<file path="config.mk">
export PLATFORM = sky130hd
export DESIGN_NAME = input_unit
export DESIGN_NICKNAME = d
export VERILOG_FILES = /design/src/noc_pkg.sv /design/src/pkt_fifo.sv /design/src/virtual_channel.sv /design/src/vc_arbiter.sv /design/src/input_unit.sv
export SDC_FILE = /design/constraint.sdc
export NUM_CORES = 1
export LEC_CHECK = 0
export BUFFER_PORTS_ARGS = -buffer_cell sky130_fd_sc_hd__clkbuf_2
export CORE_MARGIN = 1.5
export CORE_UTILIZATION = 50
export DETAILED_ROUTE_END_ITERATION = 6
export GPL_TIMING_DRIVEN = 0
export PLACE_DENSITY = 0.77
export SYNTH_ARGS = -nofsm -noshare
export SYNTH_HDL_FRONTEND = slang
export SYNTH_SLANG_ARGS = --single-unit
</file>
<file path="constraint.sdc">
create_clock -name clk -period 4.43 [get_ports clk]
set_input_delay 1.329 -clock clk [delete_from_list [all_inputs] [get_ports clk]]
set_output_delay 1.329 -clock clk [all_outputs]
set_load 0.01 [all_outputs]
</file>
<file path="src/noc_pkg.sv">
/* NoC router shared definitions
   Flit format, channel vector type and sizing of the input unit */

package noc_pkg;

  // Sizing
  // --------------------
  localparam int RADIX  = 5;  // Output ports, one virtual channel each
  localparam int DEPTH  = 4;  // Flits per channel FIFO
  localparam int DATA_W = 16; // Flit payload width

  // FIFO occupancy counter must reach DEPTH itself
  localparam int CNT_W = $clog2(DEPTH + 1);

  // Read and write pointer width
  localparam int PTR_W = (DEPTH > 1) ? $clog2(DEPTH) : 1;

  // Channel index width for the round-robin pointer
  localparam int VC_W = (RADIX > 1) ? $clog2(RADIX) : 1;

  // Highest channel index
  // so the first arbitration after reset starts at channel 0
  localparam logic [VC_W-1:0] LAST_VC = VC_W'(RADIX - 1);

  // Types
  // --------------------

  // One flit on the link
  // A packet is one or more flits, the last one has tail set
  typedef struct packed {
    logic              tail;  // Last flit of the packet
    logic [DATA_W-1:0] data;  // Payload
  } flit_t;

  // One bit per virtual channel
  // Used for one-hot valids, per-channel valids, enables and grants
  typedef logic [RADIX-1:0] vc_vec_t;

endpackage

</file>
<file path="src/pkt_fifo.sv">
/* Packet FIFO
   One virtual channel, a first-word fall-through flit buffer with a
   registered space-available enable toward the upstream router */
`timescale 1ns/1ps

module pkt_fifo (
  input  logic           clk,
  input  logic           i_arst_n,
  input  noc_pkg::flit_t i_flit,  // Flit from upstream
  input  logic           i_wr,    // Write strobe, already gated by o_en
  input  logic           i_rd,    // Pop strobe from the arbiter
  output noc_pkg::flit_t o_flit,  // Head flit, always visible
  output logic           o_val,   // FIFO holds at least one flit
  output logic           o_en     // Room for one more flit
);

  // Storage and pointers
  // --------------------
  noc_pkg::flit_t            mem [noc_pkg::DEPTH];  // Flit storage, no reset
  logic [noc_pkg::PTR_W-1:0] wr_ptr;
  logic [noc_pkg::PTR_W-1:0] rd_ptr;
  logic [noc_pkg::CNT_W-1:0] count;                 // Flits held
  logic [noc_pkg::CNT_W-1:0] count_nxt;             // Occupancy after this cycle

  // Circular pointer advance
  function automatic logic [noc_pkg::PTR_W-1:0] ptr_inc(
    input logic [noc_pkg::PTR_W-1:0] ptr
  );
    if (int'(ptr) == noc_pkg::DEPTH - 1) begin
      return '0;  // Wrap to the first slot
    end
    return ptr + 1'b1;
  endfunction

  // Occupancy after this cycle's write and pop
  always_comb begin
    count_nxt = count;
    case ({i_wr, i_rd})
      2'b10:   count_nxt = count + 1'b1;  // Write only
      2'b01:   count_nxt = count - 1'b1;  // Pop only
      default: count_nxt = count;         // Both or neither
    endcase
  end

  // Control state
  // --------------------
  always_ff @(posedge clk or negedge i_arst_n) begin
    if (!i_arst_n) begin
      wr_ptr <= '0;
      rd_ptr <= '0;
      count  <= '0;
      o_en   <= 1'b1;  // Empty after reset
    end else begin
      if (i_wr) wr_ptr <= ptr_inc(wr_ptr);
      if (i_rd) rd_ptr <= ptr_inc(rd_ptr);
      count <= count_nxt;
      o_en  <= int'(count_nxt) < noc_pkg::DEPTH;  // Next cycle still has a free slot
    end
  end

  // Payload write
  always_ff @(posedge clk) begin
    if (i_wr) begin
      mem[wr_ptr] <= i_flit;
    end
  end

  // Head is read straight from storage
  assign o_flit = mem[rd_ptr];
  assign o_val  = (count != '0);

  // Checks
  // --------------------

  // Upstream gating must keep writes away from a full buffer
  a_no_overflow : assert property (@(posedge clk) disable iff (!i_arst_n)
    i_wr |-> int'(count) < noc_pkg::DEPTH);

  // Arbiter pops only a channel that reports a flit
  a_no_underflow : assert property (@(posedge clk) disable iff (!i_arst_n)
    i_rd |-> o_val);

endmodule

</file>
<file path="src/virtual_channel.sv">
/* Virtual channel bank
   One flit FIFO per output port, written by the one-hot upstream valid
   and read out toward the switch by the arbiter */
`timescale 1ns/1ps

module virtual_channel (
  input  logic             clk,
  input  logic             i_arst_n,

  // Upstream link
  // --------------------
  input  noc_pkg::flit_t   i_flit,      // Flit from upstream router
  input  noc_pkg::vc_vec_t i_flit_val,  // One-hot, names the output port and so the channel
  output logic             o_en,        // Space in the requested channel

  // Switch side
  // --------------------
  output noc_pkg::flit_t   o_flit,      // Head of the selected channel
  output noc_pkg::vc_vec_t o_flit_val,  // Per-channel not empty, to the arbiter
  input  noc_pkg::vc_vec_t i_en,        // Per-channel pop
  input  noc_pkg::vc_vec_t i_sel        // Granted channel, steers o_flit
);

  noc_pkg::flit_t   fifo_flit [noc_pkg::RADIX];  // Head of every FIFO
  noc_pkg::vc_vec_t fifo_en;                     // Per-FIFO space available
  noc_pkg::vc_vec_t fifo_wr;                     // Per-FIFO write strobe

  // Write only where upstream points and the FIFO has room
  assign fifo_wr = i_flit_val & fifo_en;

  // Channel FIFOs
  // --------------------
  for (genvar i = 0; i < noc_pkg::RADIX; i++) begin : g_vc
    pkt_fifo u_fifo (
      .clk      (clk),
      .i_arst_n (i_arst_n),
      .i_flit   (i_flit),         // Same flit offered to every channel
      .i_wr     (fifo_wr[i]),
      .i_rd     (i_en[i]),        // Pop from the arbiter
      .o_flit   (fifo_flit[i]),
      .o_val    (o_flit_val[i]),
      .o_en     (fifo_en[i])
    );
  end

  // Output and enable multiplexers
  // Both selects are one-hot, so at most one branch fires
  always_comb begin
    o_flit = '0;
    o_en   = 1'b1;  // Nothing requested, nothing refused
    for (int i = 0; i < noc_pkg::RADIX; i++) begin
      if (i_sel[i])      o_flit = fifo_flit[i];
      if (i_flit_val[i]) o_en   = fifo_en[i];
    end
  end

  // Checks
  // --------------------

  // Upstream names at most one channel
  a_val_onehot : assert property (@(posedge clk) disable iff (!i_arst_n)
    $onehot0(i_flit_val));

  // Refused flit is held by upstream
  a_hold_on_stall : assert property (@(posedge clk) disable iff (!i_arst_n)
    (|i_flit_val && !o_en) |=> ($stable(i_flit_val) && $stable(i_flit)));

endmodule

</file>
<file path="src/vc_arbiter.sv">
/* Virtual channel arbiter
   Round-robin choice of one channel, held until the packet's tail flit
   has gone to the switch so packets never interleave */
`timescale 1ns/1ps

module vc_arbiter (
  input  logic             clk,
  input  logic             i_arst_n,
  input  noc_pkg::vc_vec_t i_val,       // Channels holding a flit
  input  logic             i_tail,      // Tail flag of the granted head flit
  input  logic             i_sw_ready,  // Switch accepts a flit
  output noc_pkg::vc_vec_t o_grant,     // Registered one-hot grant
  output noc_pkg::vc_vec_t o_pop        // Per-channel pop
);

  logic [noc_pkg::VC_W-1:0] last_idx;   // Last winner
  logic [noc_pkg::VC_W-1:0] win_idx;    // Next winner
  logic                     win_found;
  logic                     tail_xfer;  // Tail flit leaves this cycle

  // Transfer needs the switch and a flit in the granted channel
  assign o_pop     = o_grant & i_val & {noc_pkg::RADIX{i_sw_ready}};
  assign tail_xfer = (|o_pop) & i_tail;

  // Round-robin search
  // --------------------
  // Starts one past the last winner and wraps
  always_comb begin
    int idx;
    win_idx   = last_idx;
    win_found = 1'b0;
    for (int k = 1; k <= noc_pkg::RADIX; k++) begin
      idx = int'(last_idx) + k;
      if (idx >= noc_pkg::RADIX) idx = idx - noc_pkg::RADIX;
      if (!win_found && i_val[idx]) begin
        win_found = 1'b1;
        win_idx   = idx[noc_pkg::VC_W-1:0];
      end
    end
  end

  // Grant register, locked for the whole packet
  always_ff @(posedge clk or negedge i_arst_n) begin
    if (!i_arst_n) begin
      o_grant  <= '0;
      last_idx <= noc_pkg::LAST_VC;  // Channel 0 wins first
    end else if (o_grant == '0) begin
      if (win_found) begin
        o_grant  <= noc_pkg::vc_vec_t'(1) << win_idx;
        last_idx <= win_idx;
      end
    end else if (tail_xfer) begin
      o_grant <= '0;  // Release after the tail
    end
  end

  // Checks
  // --------------------
  a_grant_onehot : assert property (@(posedge clk) disable iff (!i_arst_n)
    $onehot0(o_grant));

  // Packet lock holds the grant until its tail transfers
  a_grant_locked : assert property (@(posedge clk) disable iff (!i_arst_n)
    (|o_grant && !tail_xfer) |=> $stable(o_grant));

endmodule

</file>
<file path="src/input_unit.sv">
/* NoC router input unit
   Virtual channel buffering of one router port and packet-locked
   selection of a channel toward the crossbar switch */
`timescale 1ns/1ps

module input_unit (
  input  logic             clk,
  input  logic             i_arst_n,

  // Upstream link
  input  noc_pkg::flit_t   i_flit,
  input  noc_pkg::vc_vec_t i_flit_val,  // One-hot requested output port
  output logic             o_en,        // Flit accepted when high with a valid

  // Switch link
  output noc_pkg::flit_t   o_flit,
  output logic             o_flit_val,
  output noc_pkg::vc_vec_t o_flit_vc,   // One-hot channel tag
  input  logic             i_sw_ready
);

  noc_pkg::flit_t   vc_flit;  // Head of the granted channel
  noc_pkg::vc_vec_t vc_val;   // Channels not empty
  noc_pkg::vc_vec_t vc_sel;   // Grant
  noc_pkg::vc_vec_t vc_pop;   // Pop toward the FIFOs

  virtual_channel u_vc (
    .clk        (clk),
    .i_arst_n   (i_arst_n),
    .i_flit     (i_flit),
    .i_flit_val (i_flit_val),
    .o_en       (o_en),
    .o_flit     (vc_flit),
    .o_flit_val (vc_val),
    .i_en       (vc_pop),
    .i_sel      (vc_sel)
  );

  vc_arbiter u_arb (
    .clk        (clk),
    .i_arst_n   (i_arst_n),
    .i_val      (vc_val),
    .i_tail     (vc_flit.tail),  // Ends the packet lock
    .i_sw_ready (i_sw_ready),
    .o_grant    (vc_sel),
    .o_pop      (vc_pop)
  );

  // Switch outputs
  assign o_flit     = vc_flit;
  assign o_flit_val = |(vc_sel & vc_val);  // Granted channel has a flit
  assign o_flit_vc  = vc_sel;

endmodule

</file>
==> run_results.csv, run 1 <==
group,metric,value,unit
placement,place_ws,0.0331,ns
yosys,synthDistinctLibCells,76,
power,power_density,715,nW/um^2
grt,grtUsageTotal,20.5,%
route,vias,8906,
clock_network,htreeDepth,2,
power,seq_power_share,38.0,%
grt,grt_overflow,0,
die,fp-row-count,66,
worst_setup_path,cp_cell_sequence,"clkbuf_1, clkbuf_2, a22oi_1, nor2_1, a21oi_1, nor2_1, a21oi_1, o21ai_0, clkbuf_2",
yosys,synthXorXnorAreaFrac,1.06,%
die,die_y,185,um
finish,antenna_cells,0,
yosys,synth_top_family_by_area,"multiplexers",
sta,finalSetupViolCount,0,
grt,grt_pass1_vias,9324,
worst_setup_path,crit_buf_inv,3,
sta,fin_setup_tns,0,ns
worst_setup_path,startpoint_type,"flop",
placement,gp_congestion,0.916,
placement,hpwlAfterDp,22300,um
yosys,syn_nets,1016,
yosys,seq_area_frac_synth,68.9,%
sta,slew-limit-headroom,32.2,%
yosys,synth_area_per_cell,17.5,sq um
worst_setup_path,required,3.10,ns
placement,numPortBuffers,48,
finish,fillers,2464,
sta,clock.fmax,234,MHz
yosys,synth.most_common_cell,"edfxtp_1",
job,drv_cap,0,
yosys,synth_edf_count,340,
yosys,synth_top_cell_area_share,61.6,%
clock_network,ctsResizeCount,16,
yosys,yosys.area.top_type,"edfxtp_1",
clock_network,cts_buffers,38,
yosys,synth_mux_area_share,13.0,%
route,drt_wl_total,33500,um
clock_network,clk_path_buf_depth,3,
sta,min_period,4.28,ns
clock_network,cts.sinks,388,
yosys,syn_area,16600,sq um
die,die-area,34300,sq um
sta,layout_setup_ws,0.150,ns
worst_setup_path,worstSetupPathType,"flop to output pin",
sta,tightest_slew,1.02,ns
power,power.leakage,6.58,nW
die,die_x,185,um
sta,slew_violations,0,
die,start_util,50.8,%
yosys,synth_seq_cells,388,
route,drc_errors,0,
route,wl_per_cell,22.3,um
worst_setup_path,cpPeakStageDelay,0.48,ns
power,power_switching,4.59,mW
worst_hold_path,hold_path.class,"flop to flop",
worst_setup_path,cp.arrival,2.95,ns
route,drtIter0Drc,714,
finish,syn_to_final_growth,12.5,%
clock_network,hold_buffers,0,
worst_setup_path,cp-end-kind,"output pin",
sta,rsz0062_at_grt,"no",
yosys,yosys-top-cells-count,"340 x edfxtp_1, 85 x mux4_2, 48 x nor2_1, 46 x a21oi_1, 42 x dfrtp_1",
route,viasPerCell,5.91,
grt,grt_pass1_wl,52300,um
power,p_clk_share,23.3,%
power,vdd.ir_drop.worst,0.000393,V
worst_setup_path,cp_max_fo,10,
power,p_comb_share,38.7,%
sta,hold_violations,0,
worst_setup_path,cp_top_family,"buffers and inverters",
clock_network,root_buffer,"clkbuf_16",
worst_setup_path,crit_slowest_cell,"clkbuf_1",
die,core,32600,sq um
clock_network,postCtsSetupBuffers,0,
power,power.internal,8.74,mW
sta,timing.final.crit_share,96.6,%
route,ant_nets,0,
yosys,ys.flop_type,"edfxtp_1",
yosys,yosys-top-cells-area,"edfxtp_1 62%, mux4_2 12%, dfrtp_1 6.3%",
route,dr.pass1.iters,5,
sta,clock_skew,0.0220,ns
yosys,yosys_warnings,0,
finish,nets,1105,
grt,antenna_found_initial,0,
die,boundaryPins,49,
clock_network,cts_tree,"built",
yosys,synth_fa_ha_area_share,3.67,%
yosys,synth-simple-area-share,5.47,%
yosys,synthArstFlopShare,12.4,%
yosys,syn_inst,946,
status,outcome,"complete, no violations",
finish,drive_above_1_share,24.2,%
clock_network,clock_latency,0.53,ns
power,swShare,34.4,%
clock_network,clk_pin_slew_worst_paths,0.06,ns
yosys,synth_compound_area_share,5.98,%
grt,grt_start_max_net_pins,49,
cell families after synthesis:
kind of cell,count (synthesis)
DFF,388
muxes,106
and+or+nand+nor,176
adders and majority gates,45
AOI/OAI and AO/OA,141
buffers and inverters,70
xor gates and xnor gates,20
stage by stage:
step	utilization, %	hold WS [ns]	cell area (sq um)	std cells	total power [mW]
floorplan	-	0.472	16600	946	8.83
global placement	53.2	0.507	17400	1436	10.1
detailed placement	53.2	0.497	17400	1436	10.2
CTS	57.0	0.511	18600	1505	13.4
global route	57.2	0.548	18600	1506	14.1
finish	57.2	0.517	18600	1506	13.3
registers in the layout (all words and copies together) (netlist names):
register	count
u_arb.last_idx	3
u_arb.o_grant	5
u_vc.g_vc.u_fifo.count	15
u_vc.g_vc.u_fifo.mem	340
u_vc.g_vc.u_fifo.o_en	5
u_vc.g_vc.u_fifo.rd_ptr	10
u_vc.g_vc.u_fifo.wr_ptr	10
routing by layer:
| metal | vias to the layer above | wire length (um) | global-route usage (%) | part of all wire [%] |
|---|---|---|---|---|
| met5 | - | 0 | 0 | 0 |
| met4 | 0 | 672 | 5.50 | 2.0 |
| met3 | 60 | 1910 | 3.60 | 5.7 |
| met2 | 294 | 17400 | 36.0 | 52 |
| met1 | 4617 | 13600 | 26.3 | 40 |
| li1 | 3935 | - | - | - |
power by group through the flow:
stage	logic, mW	registers (mW)	clock network, mW
finish	5.16	5.07	3.10
global route	5.65	5.15	3.27
CTS	5.16	5.07	3.14
detailed placement	5.10	5.14	0
global placement	4.96	5.10	0
floorplan	3.80	5.03	0
path summary, 6_finish.rpt:
check	startpoint	endpoint	slack [ns]	depth (start not counted)
worst max-delay path	u_arb.o_grant[1]$_DFFE_PN0P_	o_flit[4]	0.15	9
worst min register to register	u_vc.g_vc[3].u_fifo.count[2]$_DFF_PN0_	u_vc.g_vc[3].u_fifo.count[2]$_DFF_PN0_	0.52	1
worst max register to register	u_arb.last_idx[2]$_DFFE_PN1P_	u_arb.last_idx[1]$_DFFE_PN0P_	0.67	12
max in group asynchronous	i_arst_n	u_vc.g_vc[0].u_fifo.o_en$_DFF_PN1_	3.08	2
min in group asynchronous	i_arst_n	u_vc.g_vc[4].u_fifo.rd_ptr[1]$_DFFE_PN0P_	0.73	1
worst min-delay path	u_vc.g_vc[3].u_fifo.count[2]$_DFF_PN0_	u_vc.g_vc[3].u_fifo.count[2]$_DFF_PN0_	0.52	1
cell usage in the layout, fill, tap and decap left out, drive strengths merged, types with 3 or more instances in the layout:
master and n:
nand2 35, dfstp 6, inv 27, ha 39, mux4 86, clkbuf 125, xor2 6, a22o 3
a211oi 6, bufinv 3, or2 3, edfxtp 340, nor2 49, o21ai 25, nor2b 6, a21oi 47
clkinv 14, and3 20, mux2i 5, buf 17, dfrtp 42, nor4 7, a21o 18, or3 5
mux2 15, and2 5, nor3 17, xnor2 14, nand3 15, fa 6, nand2b 3, a22oi 18
worst reg2reg max path, delay by kind of cell, from the launching register on:
kind                     cells  cell delay, ns
AO/OA/AOI/OAI                5            1.18
multiplexers                 1            0.39
buffers and inverters        3            0.51
adder cells (fa/ha/maj)      1            0.36
AND/OR/NAND/NOR              2            0.64
flip-flops                   1            0.57
cell type report:
type                       instances  area [sq um]  area share, %
buffer                            43           263           1.41
clock buffer                      50          1020           5.46
clock inverter                    19           189           1.01
inverter                          27           101          0.544
multi-input combinational        488          4840           26.0
sequential                       388         11400           61.3
tap                              442           553           2.97
timing repair buffer              49           260           1.40
No activity file was read; power rests on OpenSTA's default activity.
==> inputs of run 2 (changes only) <==
--- a/config.mk
+++ b/config.mk
@@ -6,11 +6,13 @@
 export NUM_CORES = 1
 export LEC_CHECK = 0
 export BUFFER_PORTS_ARGS = -buffer_cell sky130_fd_sc_hd__clkbuf_2
+export CAP_MARGIN = 5
 export CORE_MARGIN = 1.5
-export CORE_UTILIZATION = 50
+export CORE_UTILIZATION = 57
 export DETAILED_ROUTE_END_ITERATION = 6
 export GPL_TIMING_DRIVEN = 0
-export PLACE_DENSITY = 0.77
+export PLACE_DENSITY = 0.85
+export RECOVER_POWER = 25
 export SYNTH_ARGS = -nofsm -noshare
 export SYNTH_HDL_FRONTEND = slang
 export SYNTH_SLANG_ARGS = --single-unit
==> run 2 against run 1 <==
Net effect: the flow now finishes with violations (capacitance limit, slew limit); critical path depth is 1 higher; sequential share of layout area is 0.45 points higher; routed wire length is 8.0% higher; combinational power is 2% higher; total power hardly changed.
==> run_results.csv, run 2 (synthesized netlist as in run 1, its figures left out) <==
group,metric,value,unit
status,violations,"capacitance limit, slew limit",
sta,hold_violations,0,
route,wl_met3,2080,um
clock_network,hold_buffers,0,
sta,min_period,4.35,ns
grt,grt_start_max_net_pins,49,
grt,antenna_found_initial,0,
sta,clock_skew,0.0267,ns
clock_network,postCtsSetupBuffers,0,
power,power_density,720,nW/um^2
worst_setup_path,required,3.10,ns
finish,final_cell_mix,"340 x edfxtp_1, 85 x mux4_2, 48 x nor2_1, 46 x a21oi_1, 45 x clkbuf_2",
worst_setup_path,startpoint_type,"flop",
clock_network,clk_path_buf_depth,3,
finish,drive_above_1_share,23.4,%
worst_setup_path,reg2regPathDepth,12,
die,start_util,57.9,%
finish,final_core_util,64.6,%
sta,finalSetupViolCount,0,
clock_network,cts_tree,"built",
worst_setup_path,cp.arrival,3.02,ns
clock_network,cts_buffers,38,
die,die-area,30100,sq um
worst_setup_path,cp_max_fo,10,
sta,rsz0062_at_grt,"no",
placement,dpl_cell_area,17300,sq um
placement,hpwlAfterDp,22700,um
finish,mostFrequentLayoutCell,"edfxtp_1",
grt,grt_pass1_vias,9575,
sta,slew_violations,39,
die,die_x,174,um
grt,grt_overflow,0,
finish,nets,1105,
worst_hold_path,hold_path.class,"flop to flop",
clock_network,clk_pin_slew_worst_paths,0.06,ns
finish,largest_reg_flops,340,
placement,gp_congestion,0.864,
worst_setup_path,cp-end-kind,"output pin",
finish,syn_to_final_growth,11.6,%
route,routed-wl-met2,18900,um
finish,top_regs,"u_vc.g_vc.u_fifo.mem (340), u_vc.g_vc.u_fifo.count (15)",
route,wl_per_cell,25.0,um
worst_setup_path,r2r_setup_slack,0.66,ns
sta,slew-limit-headroom,-50.7,%
route,ant_nets,0,
die,fp-row-count,62,
sta,layout_setup_ws,0.0811,ns
placement,place_ws,-0.0518,ns
die,core,28600,sq um
route,met1_length,14000,um
sta,timing.final.crit_share,98.2,%
finish,antenna_cells,0,
route,drt_wl_total,36200,um
die,die_y,174,um
power,vdd.ir_drop.worst,0.000443,V
worst_setup_path,rr_endpoint,"u_arb.o_grant[2]$_DFFE_PN0P_",
worst_setup_path,r2r_start,"u_arb.last_idx[2]$_DFFE_PN1P_",
route,vias,9166,
grt,grtUsageTotal,24.7,%
finish,regMostFlops,"u_vc.g_vc.u_fifo.mem",
grt,grt_pass1_wl,55600,um
sta,tightest_slew,2.26,ns
die,boundaryPins,49,
sta,fin_setup_tns,0,ns
route,drc_errors,0,
clock_network,htreeDepth,2,
worst_setup_path,startpoint,"u_vc.g_vc[0].u_fifo.rd_ptr[0]$_DFFE_PN0P_",
status,outcome,"finished with violations",
clock_network,root_buffer,"clkbuf_16",
route,dr.pass1.iters,5,
clock_network,cts.sinks,388,
route,top_layer,"met4",
clock_network,clock_latency,0.55,ns
sta,clock.fmax,230,MHz
power,power.leakage,6.53,nW
job,drv_cap,1,
worst_setup_path,worstSetupPathType,"flop to output pin",
route,viasPerCell,6.33,
worst_setup_path,endpoint,"o_flit[8]",
finish,fin_area,18500,sq um
placement,numPortBuffers,48,
route,drtIter0Drc,952,
-- run 2: cell count changes in the layout (fill, tap and decap cells not counted), moves of 3 or more --
cell	previous run	this run
clkbuf_8	3	6
clkbuf_4	1	4
clkbuf_2	58	45
bufinv_16	3	0
clkbuf_1	24	36
-- run 2: what timing repair did --
| item | 4_1_cts | 5_1_grt |
|---|---|---|
| setup endpoints to repair | 12 | 8 |
| resized for setup | 30 | 8 |
| endpoints found under the hold margin | 0 | 0 |
| pin swaps | 0 | 0 |
-- run 2: cell type report --
class                      instances  area (sq um)
multi-input combinational        488          4850
timing repair buffer              49           228
clock buffer                      50          1020
tap                              384           480
buffer                            43           279
sequential                       388         11400
fill                            1873         10100
inverter                          27           101
clock inverter                    18           133
-- run 2: report_power, final --
part	internal, mW	total, mW	switching, mW	leakage (nW)
Clock	1.64	2.98	1.34	0.561
Sequential	4.74	5.11	0.374	3.66
Combinational	2.23	5.24	3.02	2.30
Total	8.60	13.3	4.73	6.53
-- run 2: critical path: stages (launching register included) --
cell      delay [ns]
dfrtp_1         0.40
buf_6           0.21
clkbuf_8        0.24
mux4_2          0.53
a22oi_1         0.31
nor2_1          0.07
a21oi_1         0.21
nor2_1          0.06
a21oi_1         0.14
o21ai_0         0.13
clkbuf_2        0.17
-- run 2: worst min path at each step --
stage | start | endpoint | slack, ns | cells after the start
6_report | u_vc.g_vc[1].u_fifo.count[2]$_DFF_PN0_ | u_vc.g_vc[1].u_fifo.count[2]$_DFF_PN0_ | 0.51 | 1
5_1_grt | u_vc.g_vc[4].u_fifo.count[2]$_DFF_PN0_ | u_vc.g_vc[4].u_fifo.count[2]$_DFF_PN0_ | 0.54 | 1
4_1_cts | u_vc.g_vc[1].u_fifo.count[2]$_DFF_PN0_ | u_vc.g_vc[1].u_fifo.count[2]$_DFF_PN0_ | 0.51 | 1
3_5_place_dp | u_vc.g_vc[1].u_fifo.count[2]$_DFF_PN0_ | u_vc.g_vc[1].u_fifo.count[2]$_DFF_PN0_ | 0.50 | 1
3_3_place_gp | u_vc.g_vc[1].u_fifo.count[2]$_DFF_PN0_ | u_vc.g_vc[1].u_fifo.count[2]$_DFF_PN0_ | 0.50 | 1
2_1_floorplan | u_vc.g_vc[1].u_fifo.count[2]$_DFF_PN0_ | u_vc.g_vc[1].u_fifo.count[2]$_DFF_PN0_ | 0.47 | 1
-- run 2: through the flow --
stage	hold slack (ns)	instances	power (mW)
6_report	0.513	1447	13.3
2_1_floorplan	0.472	946	8.83
3_3_place_gp	0.498	1378	10.0
5_1_grt	0.542	1447	14.0
4_1_cts	0.514	1446	13.3
3_5_place_dp	0.502	1378	10.3
-- run 2: routing by layer --
| layer | vias to the layer above | GRT usage [%] |
|---|---|---|
| li1 | 3944 | - |
| met4 | 0 | 9.38 |
| met1 | 4716 | 32.5 |
| met5 | - | 0 |
| met3 | 98 | 2.92 |
| met2 | 408 | 42.7 |
==> inputs of run 3 (changes only) <==
--- a/config.mk
+++ b/config.mk
@@ -7,6 +7,7 @@
 export LEC_CHECK = 0
 export BUFFER_PORTS_ARGS = -buffer_cell sky130_fd_sc_hd__clkbuf_2
 export CAP_MARGIN = 5
+export CORE_ASPECT_RATIO = 0.6
 export CORE_MARGIN = 1.5
 export CORE_UTILIZATION = 57
 export DETAILED_ROUTE_END_ITERATION = 6
==> constraint.sdc (replaced) <==
create_clock -name clk -period 4.2 [get_ports clk]
set_input_delay 1.26 -clock clk [delete_from_list [all_inputs] [get_ports clk]]
set_output_delay 1.26 -clock clk [all_outputs]
set_load 0.01 [all_outputs]
==> run 3 against run 2 <==
Net effect: the run ends with DRC, capacitance limit, slew limit left; final cell count is 1.1% lower; flip-flop and latch count unchanged; sequential power rose by 5.1%; clock-buffer cell count fell by 3; via count is essentially flat; first-iteration DRC count up 38%; combinational power increased by 7.4%; global-route usage down 0.12 points; total power grew 6.2%; critical path type unchanged; highest routed layer is now met5.
==> run_results.csv, run 3 (synthesized netlist as in run 1, its figures left out) <==
group,metric,value,unit
status,outcome,"finished with violations",
status,violations,"DRC, capacitance limit, slew limit",
clock_network,clock_latency,0.53,ns
finish,fin_area,18500,sq um
power,p_clk_share,22.4,%
grt,grt_pass1_wl,54200,um
finish,largest_reg_flops,340,
power,power.leakage,6.52,nW
worst_setup_path,r2r_setup_slack,0.24,ns
route,drc_errors,4,
finish,drive_above_1_share,23.7,%
worst_setup_path,required,2.94,ns
placement,hpwlAfterDp,24000,um
worst_setup_path,rr_endpoint,"u_arb.last_idx[1]$_DFFE_PN0P_",
finish,antenna_cells,0,
power,vdd.ir_drop.worst,0.000430,V
power,total_power,14.2,mW
sta,finalSetupViolCount,0,
worst_setup_path,reg2regPathDepth,12,
placement,numPortBuffers,48,
grt,grtUsageTotal,24.6,%
clock_network,clk_path_buf_depth,3,
sta,hold_violations,0,
clock_network,cts.sinks,388,
finish,fin_cells,1431,
power,power_switching,5.00,mW
clock_network,cts_tree,"built",
grt,grt_overflow,0,
job,drv_cap,1,
clock_network,cts_buffers,34,
finish,nets,1101,
grt,grt_start_max_net_pins,49,
die,fp-row-count,48,
placement,dpl_cell_area,17300,sq um
placement,gp_congestion,0.947,
die,die-area,30100,sq um
worst_setup_path,cp_max_fo,10,
power,power_density,766,nW/um^2
die,start_util,57.9,%
sta,layout_setup_ws,0.0830,ns
finish,multiInputGateArea,4860,sq um
die,boundaryPins,49,
route,vias,9175,
power,swShare,35.3,%
sta,fin_setup_tns,0,ns
worst_setup_path,cp.arrival,2.86,ns
placement,dp_cells,1369,
sta,hold_ws,0.524,ns
route,viasPerCell,6.41,
clock_network,root_buffer,"clkbuf_16",
worst_setup_path,startpoint_type,"flop",
finish,mostFrequentLayoutCell,"edfxtp_1",
route,drt_wl_total,36000,um
power,seq_power_share,37.9,%
clock_network,hold_buffers,0,
sta,slew-limit-headroom,-60.5,%
die,core,28600,sq um
finish,final_core_util,64.6,%
finish,fillers,1868,
finish,regArea,11400,sq um
sta,slew_violations,38,
route,dr.pass1.iters,7,
route,ant_nets,0,
clock_network,htreeDepth,2,
finish,top_regs,"u_vc.g_vc.u_fifo.mem (340), u_vc.g_vc.u_fifo.count (15)",
die,die_y,135,um
sta,tightest_slew,2.41,ns
worst_setup_path,startpoint,"u_vc.g_vc[1].u_fifo.rd_ptr[1]$_DFFE_PN0P_",
power,power.internal,9.16,mW
sta,timing.final.crit_share,98.0,%
grt,grt_pass1_vias,9165,
placement,place_ws,-0.188,ns
route,wl_per_cell,25.1,um
die,die_x,223,um
worst_setup_path,cp-end-kind,"output pin",
finish,final_cell_mix,"340 x edfxtp_1, 85 x mux4_2, 48 x nor2_1, 44 x clkbuf_2, 44 x a21oi_1",
finish,regMostFlops,"u_vc.g_vc.u_fifo.mem",
clock_network,clk_pin_slew_worst_paths,0.07,ns
route,drtIter0Drc,1309,
sta,clock.fmax,243,MHz
sta,min_period,4.12,ns
worst_hold_path,hold_path.class,"flop to flop",
grt,antenna_found_initial,1,
worst_setup_path,endpoint,"o_flit[7]",
sta,clock_skew,0.0182,ns
power,p_comb_share,39.7,%
worst_setup_path,r2r_start,"u_arb.last_idx[2]$_DFFE_PN1P_",
finish,syn_to_final_growth,11.6,%
worst_setup_path,worstSetupPathType,"flop to output pin",
## run 3: changes by cell type in the layout (fill, tap and decap cells not counted), sizes merged
cell	previous run	this run
clkbuf	129	121
buf	13	18
clkinv	15	8
bufinv	0	3
clkinvlp	1	2
inv	29	28
## run 3: layout make-up
type	count	share of cell area (%)
tap	375	2.54
multi-input combinational	488	26.3
buffer	43	1.60
sequential	388	61.7
clock buffer	47	5.20
clock inverter	14	0.866
inverter	27	0.548
timing repair buffer	49	1.24
## run 3: worst min path at each step
stage | depth (start not counted) | from | to | slack [ns]
finish | 1 | u_vc.g_vc[0].u_fifo.count[2]$_DFF_PN0_ | u_vc.g_vc[0].u_fifo.count[2]$_DFF_PN0_ | 0.52
global route | 1 | u_vc.g_vc[0].u_fifo.count[2]$_DFF_PN0_ | u_vc.g_vc[0].u_fifo.count[2]$_DFF_PN0_ | 0.55
CTS | 1 | u_vc.g_vc[3].u_fifo.count[2]$_DFF_PN0_ | u_vc.g_vc[3].u_fifo.count[2]$_DFF_PN0_ | 0.53
detailed placement | 1 | u_vc.g_vc[3].u_fifo.count[2]$_DFF_PN0_ | u_vc.g_vc[3].u_fifo.count[2]$_DFF_PN0_ | 0.52
global placement | 1 | u_vc.g_vc[3].u_fifo.count[2]$_DFF_PN0_ | u_vc.g_vc[3].u_fifo.count[2]$_DFF_PN0_ | 0.51
floorplan | 1 | u_vc.g_vc[1].u_fifo.count[2]$_DFF_PN0_ | u_vc.g_vc[1].u_fifo.count[2]$_DFF_PN0_ | 0.47
## run 3: worst max-delay path: stages (launching register included)
cell and delay, ns:
dfrtp_1 0.35, clkbuf_2 0.30, clkbuf_4 0.33, mux4_2 0.35, a22oi_2 0.25, nor2_1 0.06
a21oi_1 0.14, nor2_1 0.06, a21oi_1 0.19, o21ai_0 0.12, clkbuf_2 0.19
## run 3: metal layers
layer  wire (um)  share of wire [%]  vias to the layer above  global-route usage, %
met3        3690                 10                       57                   5.24
met4         633                1.8                        2                   5.86
met5          12              0.033                        -                      0
li1            -                  -                     3928                      -
met1       15500                 43                     4713                   37.7
met2       16200                 45                      475                   36.5
## run 3: what timing repair did
action                                  CTS  global route
buffers inserted                          0             0
resized for setup                        32            18
endpoints found under the setup margin   13             9
## run 3: power groups by stage
stage	Sequential (mW)	Clock [mW]	Combinational, mW
final	5.37	3.17	5.63
after global routing	5.43	3.36	6.07
after CTS	5.36	3.20	5.55
after detailed placement	5.43	0	5.43
after global placement	5.38	0	5.26
after floorplan	5.30	0	4.01
